$ cat src/include/spif_params.svh
/* widths, memory sizes and boot constants for the flash companion block.
   included by every design file that sizes a port or a register */
`ifndef SPIF_PARAMS_SVH
`define SPIF_PARAMS_SVH

// ============================================================
// word and memory sizes
// ============================================================
`define SPIF_WIDTH      18          // data word width
`define SPIF_CODE_SIZE  10          // log2 of code words
`define SPIF_DATA_SIZE  10          // log2 of data cells
`define SPIF_ADDR_W     15          // processor address width
`define SPIF_INSN_W     16          // code word width

// ============================================================
// flash and uart constants
// ============================================================
`define SPIF_FAST_READ  8'h0B       // spi fast read opcode
`define SPIF_BASEBLOCK  8'h00       // first 64k flash block of the script
`define SPIF_ESC_BYTE   8'h10       // uart escape prefix
`define SPIF_RATE_RESET 4'd7        // sclk divisor out of reset

`endif

$ cat src/design/spif_pkg.sv
/* state, mode and register index types shared by the design and testbench */
package spif_pkg;

  // flash transfer sequence
  typedef enum logic [2:0] {
    idle,                           // clear running or boot finished
    cmd,                            // send fast read opcode
    addr_hi,                        // send block number
    addr_mid,
    addr_lo,
    dummy,                          // fast read dummy byte
    interp                          // script bytes
  } boot_state_e;

  // what the next script byte means
  typedef enum logic [3:0] {
    command,
    set_addr_hi,
    set_addr_lo,
    set_len_hi,
    set_len_lo,
    write_code,
    write_data,
    write_none                      // run with no sink, bytes skipped
  } boot_mode_e;

  typedef enum logic [0:0] {
    rx_idle,
    rx_esc                          // 10h seen, next byte is escaped
  } rx_state_e;

  // processor i/o register index
  typedef enum logic [2:0] {
    io_uart      = 3'd0,
    io_rxfull    = 3'd1,
    io_txbusy    = 3'd2,
    io_flash     = 3'd3,
    io_code_addr = 3'd4,
    io_code_data = 3'd5,
    io_booting   = 3'd6
  } io_reg_e;

endpackage

$ cat src/design/spif_if.sv
/* internal links of the block. boot_wr_if carries boot dma writes and status,
   uart_io_if joins the i/o decode to the uart registers */
`include "spif_params.svh"


interface uart_io_if;
  logic       tx_write;                 // load transmit register
  logic       rx_clear;                 // receive byte taken
  logic [7:0] wdata;                    // byte to send
  logic [7:0] rx_byte;                  // receive holding register
  logic       rx_full;
  logic       tx_busy;                  // uart cannot take a byte

  modport cpu (
    output tx_write, rx_clear, wdata,
    input  rx_byte, rx_full, tx_busy
  );

  modport uart (
    input  tx_write, rx_clear, wdata,
    output rx_byte, rx_full, tx_busy
  );
endinterface

$ cat src/design/uart_port.sv
/* processor uart. decodes the 10h escape on receive into a holding register
   and loads the transmit register from i/o writes */
`include "spif_params.svh"

module uart_port (
  input  logic       clk,
  input  logic       arstn,
  input  logic       i_u_ready,     // tx can take a byte
  input  logic       i_u_full,      // rx byte waiting
  input  logic [7:0] i_u_din,
  output logic       o_u_rd,        // take rx byte
  output logic       o_u_wr,        // send tx byte
  output logic [7:0] o_u_dout,
  uart_io_if.uart    io
);
  import spif_pkg::*;

  localparam logic [7:0] esc = `SPIF_ESC_BYTE;

  rx_state_e rx_state;
  logic      rx_ok;                 // raw byte can be taken
  logic      esc_group;             // 10h to 13h

  assign rx_ok      = i_u_full & ~o_u_rd;
  assign esc_group  = (i_u_din[7:2] == esc[7:2]);
  assign io.tx_busy = ~i_u_ready;

  // ============================================================
  // receive decoder
  // ============================================================
  always_ff @(posedge clk or negedge arstn) begin
    if (!arstn) begin
      rx_state   <= rx_idle;
      o_u_rd     <= 1'b0;
      io.rx_full <= 1'b0;
      io.rx_byte <= 8'h00;
    end else begin
      o_u_rd <= 1'b0;
      if (io.rx_clear) io.rx_full <= 1'b0;  // a new byte below wins
      if (rx_ok) begin
        case (rx_state)
          rx_idle: begin
            if (esc_group) begin
              o_u_rd <= 1'b1;               // 11h..13h just dropped
              if (i_u_din[1:0] == 2'b00) rx_state <= rx_esc;
            end else if (!io.rx_full) begin // back-pressure while full
              o_u_rd     <= 1'b1;
              io.rx_byte <= i_u_din;
              io.rx_full <= 1'b1;
            end
          end
          default: begin
            if (!io.rx_full) begin
              o_u_rd     <= 1'b1;
              io.rx_byte <= {esc[7:2], i_u_din[1:0]};
              io.rx_full <= 1'b1;
              rx_state   <= rx_idle;
            end
          end
        endcase
      end
    end
  end

  // transmit register
  always_ff @(posedge clk or negedge arstn) begin
    if (!arstn) o_u_wr <= 1'b0;
    else        o_u_wr <= io.tx_write;
  end

  always_ff @(posedge clk) begin
    if (io.tx_write) o_u_dout <= io.wdata;
  end

endmodule

$ cat src/flat_wrapper.sv
// flat-port wrapper written by rule: the top's interface ports become plain ports
module uart_port_flat import spif_pkg::*;
  (clk, arstn, i_u_ready, i_u_full, i_u_din, o_u_rd, o_u_wr, o_u_dout, io_tx_write, io_rx_clear, io_wdata, io_rx_byte, io_rx_full, io_tx_busy);
  uart_io_if io_i ();
  input  logic clk;
  input  logic arstn;
  input  logic i_u_ready;
  input  logic i_u_full;
  input  logic [7:0] i_u_din;
  output logic o_u_rd;
  output logic o_u_wr;
  output logic [7:0] o_u_dout;
  input wire logic [$bits(io_i.tx_write)-1:0] io_tx_write;
  input wire logic [$bits(io_i.rx_clear)-1:0] io_rx_clear;
  input wire logic [$bits(io_i.wdata)-1:0] io_wdata;
  output wire logic [$bits(io_i.rx_byte)-1:0] io_rx_byte;
  output wire logic [$bits(io_i.rx_full)-1:0] io_rx_full;
  output wire logic [$bits(io_i.tx_busy)-1:0] io_tx_busy;
  assign io_i.tx_write = io_tx_write;
  assign io_i.rx_clear = io_rx_clear;
  assign io_i.wdata = io_wdata;
  assign io_rx_byte = io_i.rx_byte;
  assign io_rx_full = io_i.rx_full;
  assign io_tx_busy = io_i.tx_busy;
  uart_port u_core (.clk(clk), .arstn(arstn), .i_u_ready(i_u_ready), .i_u_full(i_u_full), .i_u_din(i_u_din), .o_u_rd(o_u_rd), .o_u_wr(o_u_wr), .o_u_dout(o_u_dout), .io(io_i));
endmodule
$ cat config.mk
export PLATFORM = sky130hd
export DESIGN_NAME = uart_port_flat
export DESIGN_NICKNAME = d
export VERILOG_FILES = /design/src/design/spif_pkg.sv /design/src/design/spif_if.sv /design/src/design/uart_port.sv /design/src/flat_wrapper.sv
export VERILOG_INCLUDE_DIRS = /design/src /design/src/include
export SDC_FILE = /design/constraint.sdc
export NUM_CORES = 1
export LEC_CHECK = 0
export ABC_AREA = 1
export BUFFER_PORTS_ARGS = -buffer_cell sky130_fd_sc_hd__buf_4
export CORE_ASPECT_RATIO = 0.9
export CORE_UTILIZATION = 35
export DETAILED_ROUTE_END_ITERATION = 10
export PLACE_DENSITY = 0.7
export RECOVER_POWER = 100
export SYNTH_ARGS = -nofsm -noshare
export SYNTH_HDL_FRONTEND = slang
export SYNTH_SLANG_ARGS = --single-unit
$ cat constraint.sdc
create_clock -name clk -period 2.1 [get_ports clk]
set_input_delay 0.105 -clock clk [delete_from_list [all_inputs] [get_ports clk]]
set_output_delay 0.105 -clock clk [all_outputs]
set_load 0.005 [all_outputs]
==> insert_results.sql, run 1 <==
INSERT INTO impl_metrics (metric_group, metric, value, unit) VALUES
('run_status', 'status', 'complete, no violations', ''),
('detailed_routing', 'post-route-drc-count', '0', ''),
('run', 'maxCapViolations', '0', ''),
('detailed_routing', 'drt-vias-per-instance', '4.37', ''),
('global_routing', 'grt.met2_usage', '0.258', ''),
('detailed_routing', 'routedWlPerCell', '11.3', 'microns'),
('timing', 'setup_ws', '0.609', 'ns'),
('timing', 'grt_setup_unrepaired', 'false', ''),
('synth', 'postSynthRegisterBits', '20', ''),
('worst_setup_path', 'r2r_end', 'u_core.io.rx_full', ''),
('global_routing', 'grt_first_pass_wirelength', '2750', 'microns'),
('worst_setup_path', 'critical_path.cell_chain', 'inv_1 > nand2_2 > nor2_1 > nand2_8 > nand2_1 > o21ai_1', ''),
('timing', 'timing.final.max_slew_violations', '0', ''),
('detailed_routing', 'drtPass1Iterations', '4', ''),
('detailed_routing', 'drt_initial_violations', '9', ''),
('layout', 'utilization', '0.586', ''),
('placement', 'globalplace.congestion', '0.770', ''),
('worst_setup_path', 'critical_path_buf_inv_count', '1', ''),
('detailed_routing', 'wirelength', '1780', 'microns'),
('synth', 'yosysSeqAreaShare', '0.652', ''),
('clock_tree', 'clock_tree.htree_level_count', '1', ''),
('placement', 'post-place-ws', '0.960', 'ns'),
('synth', 'synth-warning-count', '0', ''),
('hold_path', 'hold-path-endpoint', 'u_core.io.rx_byte[1]', ''),
('hold_path', 'holdCritPathClass', 'in -> reg', ''),
('layout', 'drive_above_1_share', '0.354', ''),
('placement', 'dp.cells', '142', ''),
('clock_tree', 'post-cts-setup-buffer-count', '0', ''),
('worst_setup_path', 'timing.reg2reg.setup_slack', '0.61', 'ns'),
('synth', 'synthDistinctLibCells', '15', ''),
('power_and_ir_drop', 'p_clk_frac', '0.278', ''),
('detailed_routing', 'routed_vias', '686', ''),
('power_and_ir_drop', 'p_sw_frac', '0.257', ''),
('global_routing', 'grt_use_met3', '0.0654', ''),
('power_and_ir_drop', 'internal-power', '835', 'uW'),
('worst_setup_path', 'setup.worst_path.start_class', 'register', ''),
('hold_path', 'min-delay-start', 'i_u_din[1]', ''),
('worst_setup_path', 'critPathRequiredTime', '2.29', 'ns'),
('die', 'die_width', '53.3', 'microns'),
('power_and_ir_drop', 'maximum_ir_drop_on_the_vdd_rail', '0.903', 'mV'),
('die', 'placeableCoreArea', '2200', 'sq um'),
('detailed_routing', 'drt.antenna.violating_nets', '0', ''),
('power_and_ir_drop', 'netSwitchingPower', '289', 'uW'),
('clock_tree', 'ctsRootBufferMaster', 'clkbuf_4', ''),
('power_and_ir_drop', 'power_frac_comb', '0.244', ''),
('worst_setup_path', 'path_class', 'reg -> reg', ''),
('synth', 'mappedNetlistArea', '830', 'sq um'),
('power_and_ir_drop', 'power.static_leakage', '0.000644', 'uW'),
('timing', 'timing_worst_slew_pin_value', '0.656', 'ns'),
('worst_setup_path', 'timing.reg2reg.worst_path_depth', '6', ''),
('die', 'die-area', '2570', 'sq um'),
('layout', 'antenna-diode-count', '0', ''),
('synth', 'synth_cells', '74', ''),
('timing', 'final_hold_viol_count', '0', ''),
('timing', 'post_layout_minimum_cycle_time', '1.49', 'ns'),
('timing', 'max-slew-margin-rel', '0.563', ''),
('clock_tree', 'post_cts_resize_count', '0', ''),
('placement', 'detailed_place_hpwl', '1320', 'microns'),
('layout', 'layout_commonest_cell', 'clkbuf_4', ''),
('global_routing', 'grt_busiest_layer', 'met2', ''),
('synth', 'syn_area_per_cell', '11.2', 'sq um'),
('power_and_ir_drop', 'power_density', '870', 'nW/um^2'),
('worst_setup_path', 'slowest_stage', 'dfrtp_1', ''),
('die', 'count_of_standard_cell_rows', '16', ''),
('die', 'die-height', '48.2', 'microns'),
('hold_path', 'worstHoldPathCells', '3', ''),
('global_routing', 'grt_util_met1', '0.193', ''),
('layout', 'final_instance_area', '1290', 'sq um'),
('worst_setup_path', 'worst_r2r_startpoint', 'u_core.rx_state', ''),
('placement', 'port_buffers', '41', ''),
('power_and_ir_drop', 'sequential_group_share_of_total_power', '0.478', '');
kinds of logic after synthesis:
logic type | after synthesis | synth area share
and+or+nand+nor | 42 | 0.291
DFF | 20 | 0.652
buffers and inverters | 10 | 0.0452
AOI/OAI and AO/OA | 2 | 0.0121
per-layer routing:
metal | up-vias | share of wire
li1 | 346 | -
met1 | 300 | 0.46
met2 | 40 | 0.43
met3 | 0 | 0.11
met4 | 0 | 0
met5 | - | 0
power by group through the flow:
stage / logic, uW / clock network, uW / registers, uW
global route: 310 / 335 / 546
detailed placement: 284 / 0 / 547
finish: 274 / 313 / 537
global placement: 282 / 0 / 546
floorplan: 99.6 / 0 / 546
CTS: 302 / 324 / 539
synthesized netlist by cell type (all sizes together):
cell type	count	area share
nand3	8	0.048
edfxtp	8	0.29
nand4	1	0.0075
or2	1	0.0075
o21ai	2	0.012
nand2	23	0.15
inv	10	0.045
dfrtp	12	0.36
nor2	9	0.081
metrics by stage:
stage,total power (uW),hold slack (ns)
finish,1120,0.0442
global route,1190,0.0462
CTS,1160,0.0328
detailed placement,831,-0.0461
global placement,827,-0.0457
floorplan,645,-0.191
registers in the layout, summed over array words and instances, names as in the netlist:
name and count:
u_core.rx_state 1, u_core.o_u_rd 1, u_core.o_u_wr 1, u_core.o_u_dout 8, u_core.io.rx_full 1, u_core.io.rx_byte 8
worst reg2reg max path: stages (launching register included):
cell and delay [ns]:
dfrtp_1 0.45, inv_1 0.10, nand2_2 0.04, nor2_1 0.33
nand2_8 0.11, nand2_1 0.24, o21ai_1 0.11
what timing repair did:
action | CTS | global route
hold buffers | 11 | 0
endpoints found under the setup margin | 0 | 0
hold endpoints to repair | 22 | 0
how the worst max path moves through the flow:
stage                                 endpoint  slack, ns  cells past startpoint
after global placement    u_core.io.rx_byte[7]       0.99                      6
after global routing      u_core.io.rx_byte[4]       0.45                      7
after CTS                 u_core.io.rx_byte[0]       0.94                      6
final                        u_core.io.rx_full       0.61                      6
after floorplan           u_core.io.rx_byte[0]       1.05                      6
after detailed placement  u_core.io.rx_byte[0]       0.96                      6
area by class of cell:
class,instances,area (sq um)
inverters,10,37.5
clock inverters,1,30.0
fillers,187,911
flip-flops and latches,20,541
multi-input cells,44,228
clock buffers,3,22.5
well taps,27,33.8
repair buffers,52,399
Note: power is estimated with default switching activity, not from simulation.
==> run 2: changes to the inputs <==
- ABC_AREA: 1 -> 0
- PLACE_DENSITY: 0.7 -> 0.73
- clock period: 2.1 -> 1.35 ns (I/O delays scaled with it)
==> insert_results.sql, run 2 <==
INSERT INTO impl_metrics (metric_group, metric, value, unit) VALUES
('run_status', 'status', 'complete, but fails checks', ''),
('run_status', 'failed_checks', 'setup timing', ''),
('clock_tree', 'clock_path_buffers', '2', ''),
('power_and_ir_drop', 'sequential_group_share_of_total_power', '0.457', ''),
('power_and_ir_drop', 'p_clk_frac', '0.266', ''),
('run', 'maxCapViolations', '0', ''),
('die', 'die-area', '2490', 'sq um'),
('layout', 'design.final.nets', '145', ''),
('die', 'placeableCoreArea', '2180', 'sq um'),
('global_routing', 'grt.total_usage', '0.154', ''),
('synth', 'postSynthRegisterBits', '20', ''),
('global_routing', 'initial_antenna_violation_count', '0', ''),
('hold_path', 'worstHoldPathCells', '3', ''),
('die', 'design.portCount', '42', ''),
('placement', 'port_buffers', '41', ''),
('timing', 'final_hold_viol_count', '0', ''),
('detailed_routing', 'routed_vias', '711', ''),
('synth', 'ys_top_cells_by_area', 'dfrtp_1 (37%), edfxtp_1 (30%), a32oi_1 (5.4%)', ''),
('synth', 'syn_area_per_cell', '13.4', 'sq um'),
('clock_tree', 'ctsRootBufferMaster', 'clkbuf_4', ''),
('die', 'die_width', '52.5', 'microns'),
('layout', 'biggestRegsByFlops', 'u_core.io.rx_byte (8), u_core.o_u_dout (8)', ''),
('die', 'initial_utilization', '0.369', ''),
('detailed_routing', 'post-route-drc-count', '0', ''),
('power_and_ir_drop', 'internal-power', '1380', 'uW'),
('layout', 'syn2layout_area_growth', '69.4', '%'),
('synth', 'yosysTopAreaCellShare', '0.373', ''),
('synth', 'synth.largest_area_cell', 'dfrtp_1', ''),
('timing', 'setup_viol', '3', ''),
('layout', 'fillerInstances', '176', ''),
('synth', 'yosysSeqAreaShare', '0.672', ''),
('synth', 'syn-num-nets', '82', ''),
('worst_setup_path', 'worst_r2r_startpoint', 'u_core.o_u_rd', ''),
('layout', 'finish.cell_count_without_fillers', '149', ''),
('timing', 'f_max', '709', 'MHz'),
('clock_tree', 'sinks_on_the_clock_net', '20', ''),
('clock_tree', 'tritoncts', 'built', ''),
('synth', 'synth_flop_cell', 'dfrtp_1', ''),
('timing', 'post_layout_minimum_cycle_time', '1.41', 'ns'),
('synth', 'synthDistinctLibCells', '22', ''),
('detailed_routing', 'routedWlPerCell', '12.0', 'microns'),
('worst_setup_path', 'path_class', 'reg -> reg', ''),
('hold_path', 'min-delay-start', 'io_rx_clear', ''),
('worst_setup_path', 'critPathRequiredTime', '1.55', 'ns'),
('power_and_ir_drop', 'power_frac_comb', '0.277', ''),
('global_routing', 'grt_start_max_net_pins', '13', ''),
('hold_path', 'holdCritPathClass', 'in -> reg', ''),
('worst_setup_path', 'r2r_end', 'u_core.io.rx_byte[1]', ''),
('detailed_routing', 'drt_initial_violations', '6', ''),
('die', 'count_of_standard_cell_rows', '16', ''),
('timing', 'timing.hold.ws', '0.0554', 'ns'),
('layout', 'drive_above_1_share', '0.443', ''),
('timing', 'max-slew-margin-rel', '0.560', ''),
('detailed_routing', 'drt.antenna.violating_nets', '0', ''),
('worst_setup_path', 'path_max_fanout', '3', ''),
('clock_tree', 'clock_tree.htree_level_count', '1', ''),
('worst_setup_path', 'timing.reg2reg.worst_path_depth', '3', ''),
('detailed_routing', 'drt-vias-per-instance', '4.77', ''),
('die', 'die-height', '47.5', 'microns'),
('timing', 'timing.final.max_slew_violations', '0', ''),
('timing', 'fraction_of_the_cycle_the_final_worst_path_needs', '1.04', ''),
('clock_tree', 'worst_skew_pair.late_latency', '0.30', 'ns'),
('synth', 'synth-warning-count', '0', ''),
('power_and_ir_drop', 'netSwitchingPower', '447', 'uW'),
('global_routing', 'grt_first_pass_wirelength', '2660', 'microns'),
('worst_setup_path', 'setup.worst_path.start_class', 'register', ''),
('placement', 'globalplace.congestion', '0.724', ''),
('clock_tree', 'number_of_clock_buffers_inserted_by_tritoncts', '3', ''),
('worst_setup_path', 'timing.reg2reg.setup_slack', '-0.06', 'ns'),
('power_and_ir_drop', 'power.static_leakage', '0.000625', 'uW'),
('layout', 'layout_commonest_cell', 'clkbuf_4', ''),
('power_and_ir_drop', 'p_sw_frac', '0.245', ''),
('clock_tree', 'cts.reportedPaths.clkPinSlew', '0.11', 'ns'),
('timing', 'setup_ws', '-0.0597', 'ns'),
('synth', 'synth-async-reset-ratio', '0.600', ''),
('layout', 'multi_input_gate_area', '251', 'sq um'),
('timing', 'timing_worst_slew_pin_value', '0.661', 'ns'),
('layout', 'seqCellArea', '541', 'sq um'),
('placement', 'detailed_place_hpwl', '1330', 'microns'),
('synth', 'yosys-top-cells-count', 'dfrtp_1 (12), edfxtp_1 (8), nand2_1 (8), o21ai_1 (6), a32oi_1 (5)', ''),
('hold_path', 'hold-path-endpoint', 'u_core.io.rx_full', ''),
('synth', 'synth_enable_flop_cells', '8', ''),
('layout', 'antenna-diode-count', '0', ''),
('synth', 'mappedNetlistArea', '805', 'sq um'),
('timing', 'final.setup_skew', '0.00120', 'ns'),
('worst_setup_path', 'arrival', '1.61', 'ns'),
('worst_setup_path', 'crit_path_end_kind', 'register', ''),
('global_routing', 'grt_pass1_vias', '637', ''),
('power_and_ir_drop', 'maximum_ir_drop_on_the_vdd_rail', '0.919', 'mV'),
('global_routing', 'grt_overflow_total', '0', ''),
('placement', 'post-place-ws', '-0.0836', 'ns'),
('detailed_routing', 'drtPass1Iterations', '4', ''),
('layout', 'layout.cells.most_common_list', 'clkbuf_4 (29), buf_4 (19), dlygate4sd3_1 (12), dfrtp_1 (12)', ''),
('placement', 'dp.cells', '133', ''),
('power_and_ir_drop', 'power_density', '1340', 'nW/um^2'),
('detailed_routing', 'wirelength', '1780', 'microns'),
('synth', 'synth_cells', '60', ''),
('timing', 'grt_setup_unrepaired', 'true', ''),
('synth', 'yosysMostFrequentCell', 'dfrtp_1', '');
-- run 2: changes by cell type in the layout (fill, tap and decap cells not counted), moves of 5 or more --
| cell | delta |
|---|---|
| nand2_1 | -13 |
| buf_4 | +8 |
| nand3_1 | -8 |
| inv_1 | -6 |
| a32oi_1 | +5 |
| nor2_1 | -5 |
-- run 2: worst max-delay path by stage --
stage | from | end | slack [ns] | cells past startpoint
2_1_floorplan | u_core.o_u_rd | u_core.io.rx_byte[0] | -0.13 | 4
3_3_place_gp | u_core.o_u_rd | u_core.io.rx_byte[0] | -0.04 | 3
3_5_place_dp | u_core.o_u_rd | u_core.io.rx_byte[1] | -0.08 | 3
4_1_cts | u_core.io.rx_full | u_core.io.rx_byte[1] | -0.05 | 3
5_1_grt | u_core.o_u_rd | u_core.io.rx_byte[0] | -0.08 | 3
6_report | u_core.o_u_rd | u_core.io.rx_byte[1] | -0.06 | 3
-- run 2: power groups by stage --
stage          combinational (uW)  sequential, uW  clock [uW]
6_report                      506             834         485
5_1_grt                       566             856         530
4_1_cts                       536             838         495
3_5_place_dp                  480             849           0
3_3_place_gp                  467             846           0
2_1_floorplan                 150             858           0
-- run 2: what timing repair did --
| action | CTS | global route |
|---|---|---|
| endpoints found under the hold margin | 23 | 0 |
| resized for setup | 3 | 0 |
| buffers inserted | 0 | 0 |
| setup endpoints to repair | 3 | 4 |
| hold buffers | 12 | 0 |
| pin swaps | 1 | 1 |
-- run 2: metrics by stage --
stage          total power (uW)  utilization  setup TNS, ns  cell area [sq um]
5_1_grt                    1950        0.624         -0.273               1360
6_report                   1820        0.624         -0.123               1360
3_3_place_gp               1310        0.546        -0.0893               1190
4_1_cts                    1870        0.630         -0.105               1370
3_5_place_dp               1330        0.546         -0.188               1190
2_1_floorplan              1010            -         -0.354                812
-- run 2: cell type report --
cell class	count	area share
Clock inverter	1	0.0220
Tap cell	27	0.0248
Clock buffer	3	0.0165
Multi-Input combinational cell	34	0.185
Timing Repair Buffer	60	0.344
Sequential cell	20	0.397
Inverter	4	0.0110
-- run 2: cell families (layout without fill, tap and decap cells) --
family,after synthesis,count (layout),share of synthesized area
buffers and inverters,6,68,0.0373
AND/OR/NAND/NOR,17,17,0.132
flip-flops,20,20,0.672
multiplexers,2,2,0.0280
AO/OA/AOI/OAI,15,15,0.131
-- run 2: worst max-delay path, stage by stage, from the launching register on --
cell	delay, ns
dfrtp_1	0.40
or3b_4	0.43
a21oi_4	0.17
mux2_4	0.31
-- run 2: metal layers --
metal  track usage  share of wire
met1         0.190           0.44
met2         0.263           0.50
met3        0.0381          0.053
met4        0.0632         0.0084
met5             0              0
==> run 3: changes to the inputs <==
- BUFFER_PORTS_ARGS: -buffer_cell sky130_fd_sc_hd__buf_4 -> -buffer_cell sky130_fd_sc_hd__buf_2
==> insert_results.sql, run 3 (same netlist as run 2, synthesis figures left out) <==
INSERT INTO impl_metrics (metric_group, metric, value, unit) VALUES
('worst_setup_path', 'timing.reg2reg.setup_slack', '-0.08', 'ns'),
('clock_tree', 'ctsRootBufferMaster', 'clkbuf_4', ''),
('die', 'count_of_standard_cell_rows', '16', ''),
('placement', 'placed_cell_area', '1090', 'sq um'),
('clock_tree', 'worst_skew_pair.late_latency', '0.29', 'ns'),
('clock_tree', 'cts.reportedPaths.clkPinSlew', '0.10', 'ns'),
('worst_setup_path', 'path_class', 'reg -> reg', ''),
('worst_setup_path', 'critPathRequiredTime', '1.53', 'ns'),
('layout', 'biggestRegsByFlops', 'u_core.io.rx_byte (8), u_core.o_u_dout (8)', ''),
('die', 'placeableCoreArea', '2180', 'sq um'),
('power_and_ir_drop', 'p_sw_frac', '0.283', ''),
('timing', 'max-slew-margin-rel', '0.568', ''),
('layout', 'layout_commonest_cell', 'buf_2', ''),
('worst_setup_path', 'crit_path_end_kind', 'register', ''),
('timing', 'fraction_of_the_cycle_the_final_worst_path_needs', '1.06', ''),
('timing', 'timing.final.max_slew_violations', '0', ''),
('hold_path', 'worstHoldPathCells', '2', ''),
('global_routing', 'grt_first_pass_wirelength', '2530', 'microns'),
('clock_tree', 'post-cts-setup-buffer-count', '0', ''),
('power_and_ir_drop', 'power_frac_comb', '0.272', ''),
('power_and_ir_drop', 'netSwitchingPower', '433', 'uW'),
('power_and_ir_drop', 'internal-power', '1100', 'uW'),
('placement', 'detailed_place_hpwl', '1310', 'microns'),
('clock_tree', 'sinks_on_the_clock_net', '20', ''),
('worst_setup_path', 'worst_r2r_startpoint', 'u_core.io.rx_full', ''),
('global_routing', 'grt.total_usage', '0.146', ''),
('layout', 'final_instance_area', '1220', 'sq um'),
('die', 'initial_utilization', '0.369', ''),
('placement', 'globalplace.congestion', '0.707', ''),
('worst_setup_path', 'r2r_end', 'u_core.io.rx_byte[1]', ''),
('layout', 'syn2layout_area_growth', '51.2', '%'),
('run', 'maxCapViolations', '0', ''),
('timing', 'final_hold_viol_count', '0', ''),
('die', 'die_width', '52.5', 'microns'),
('detailed_routing', 'routed_vias', '694', ''),
('detailed_routing', 'drt.antenna.violating_nets', '0', ''),
('layout', 'antenna-diode-count', '0', ''),
('placement', 'port_buffers', '41', ''),
('worst_setup_path', 'startpoint', 'u_core.io.rx_full', ''),
('detailed_routing', 'post-route-drc-count', '0', ''),
('timing', 'post_layout_minimum_cycle_time', '1.43', 'ns'),
('layout', 'design.final.nets', '144', ''),
('die', 'die-height', '47.5', 'microns'),
('timing', 'timing_worst_slew_pin_value', '0.647', 'ns'),
('timing', 'f_max', '700', 'MHz'),
('timing', 'setup_ws', '-0.0781', 'ns'),
('layout', 'fillerInstances', '206', ''),
('worst_setup_path', 'timing.reg2reg.worst_path_depth', '3', ''),
('power_and_ir_drop', 'power.static_leakage', '0.000554', 'uW'),
('global_routing', 'grt_start_max_net_pins', '13', ''),
('power_and_ir_drop', 'p_clk_frac', '0.182', ''),
('run_status', 'failed_checks', 'setup timing', ''),
('detailed_routing', 'drt_initial_violations', '5', ''),
('hold_path', 'min-delay-start', 'i_u_din[1]', ''),
('run_status', 'status', 'complete, but fails checks', ''),
('layout', 'layout.cells.most_common_list', 'buf_2 (29), clkbuf_1 (13), dfrtp_1 (12)', ''),
('global_routing', 'grt_overflow_total', '0', ''),
('timing', 'final.setup_skew', '0.00517', 'ns'),
('hold_path', 'hold-path-endpoint', 'u_core.io.rx_byte[1]', ''),
('clock_tree', 'number_of_clock_buffers_inserted_by_tritoncts', '3', ''),
('timing', 'grt_setup_unrepaired', 'true', ''),
('timing', 'timing.hold.ws', '0.0261', 'ns'),
('power_and_ir_drop', 'sequential_group_share_of_total_power', '0.546', ''),
('worst_setup_path', 'path_max_fanout', '3', ''),
('global_routing', 'initial_antenna_violation_count', '0', ''),
('hold_path', 'holdCritPathClass', 'in -> reg', ''),
('clock_tree', 'clock_path_buffers', '2', ''),
('timing', 'setup_viol', '4', ''),
('die', 'die-area', '2490', 'sq um'),
('detailed_routing', 'drt-vias-per-instance', '4.69', ''),
('power_and_ir_drop', 'power_density', '1260', 'nW/um^2'),
('clock_tree', 'clock_tree.htree_level_count', '1', ''),
('power_and_ir_drop', 'maximum_ir_drop_on_the_vdd_rail', '0.865', 'mV'),
('die', 'design.portCount', '42', ''),
('detailed_routing', 'wirelength', '1740', 'microns'),
('clock_tree', 'tritoncts', 'built', ''),
('detailed_routing', 'drtPass1Iterations', '4', ''),
('worst_setup_path', 'setup.worst_path.start_class', 'register', ''),
('global_routing', 'grt_pass1_vias', '587', ''),
('layout', 'drive_above_1_share', '0.355', ''),
('worst_setup_path', 'arrival', '1.61', 'ns'),
('detailed_routing', 'routedWlPerCell', '11.8', 'microns');
[run 3: changes by cell type in the layout (fill, tap and decap cells not counted), moves of 2 or more]
cell and delta:
buf_2 +29, buf_4 -13, clkbuf_1 +10, clkbuf_4 -26
o21ai_0 -2, o21ai_1 +2
[run 3: layout make-up]
| class | count | area (sq um) | area share |
|---|---|---|---|
| sequential | 20 | 541 | 0.444 |
| inverter | 4 | 15.0 | 0.0123 |
| tap | 27 | 33.8 | 0.0278 |
| timing repair buffer | 59 | 349 | 0.287 |
| clock inverter | 1 | 3.75 | 0.00309 |
| multi-input combinational | 34 | 251 | 0.207 |
| clock buffer | 3 | 22.5 | 0.0185 |
[run 3: worst max-delay path by stage]
stage | endpoint | slack [ns] | cells after the start
5_1_grt | u_core.io.rx_byte[1] | -0.12 | 3
4_1_cts | u_core.io.rx_byte[1] | -0.08 | 3
3_5_place_dp | u_core.io.rx_byte[1] | -0.12 | 3
6_report | u_core.io.rx_byte[1] | -0.08 | 3
3_3_place_gp | u_core.io.rx_byte[0] | -0.04 | 3
2_1_floorplan | u_core.io.rx_byte[0] | -0.13 | 4
[run 3: per-layer routing]
layer	vias to the layer above	GRT usage	part of all wire
li1	341	-	-
met1	329	0.197	0.42
met2	22	0.225	0.51
met3	2	0.0286	0.052
met4	0	0.0789	0.013
met5	-	0	0
[run 3: critical path, stage by stage, from the launching register on]
cell	delay (ns)
dfrtp_1	0.40
or3b_4	0.43
a21oi_4	0.17
mux2_4	0.32
[run 3: metrics by stage]
stage	utilization	power, uW	cells	setup TNS, ns	setup slack [ns]
CTS	0.563	1570	147	-0.181	-0.0835
finish	0.557	1530	148	-0.163	-0.0781
floorplan	-	1010	60	-0.354	-0.135
detailed placement	0.499	1240	133	-0.275	-0.120
global placement	0.499	1220	133	-0.0883	-0.0442
global route	0.557	1640	148	-0.327	-0.118
[run 3: timing repair]
item                                    in CTS  in global routing
endpoints found under the setup margin       4                  4
gates resized for setup                      4                  0
pin swaps                                    1                  0
hold endpoints to repair                    21                  1
cloned                                       0                  0
hold buffers                                10                  1
[run 3: power groups by stage]
stage / Combinational (uW) / Clock (uW) / Sequential (uW)
CTS: 447 / 289 / 837
finish: 417 / 279 / 836
floorplan: 150 / 0 / 858
detailed placement: 394 / 0 / 847
global route: 469 / 316 / 855
global placement: 383 / 0 / 838
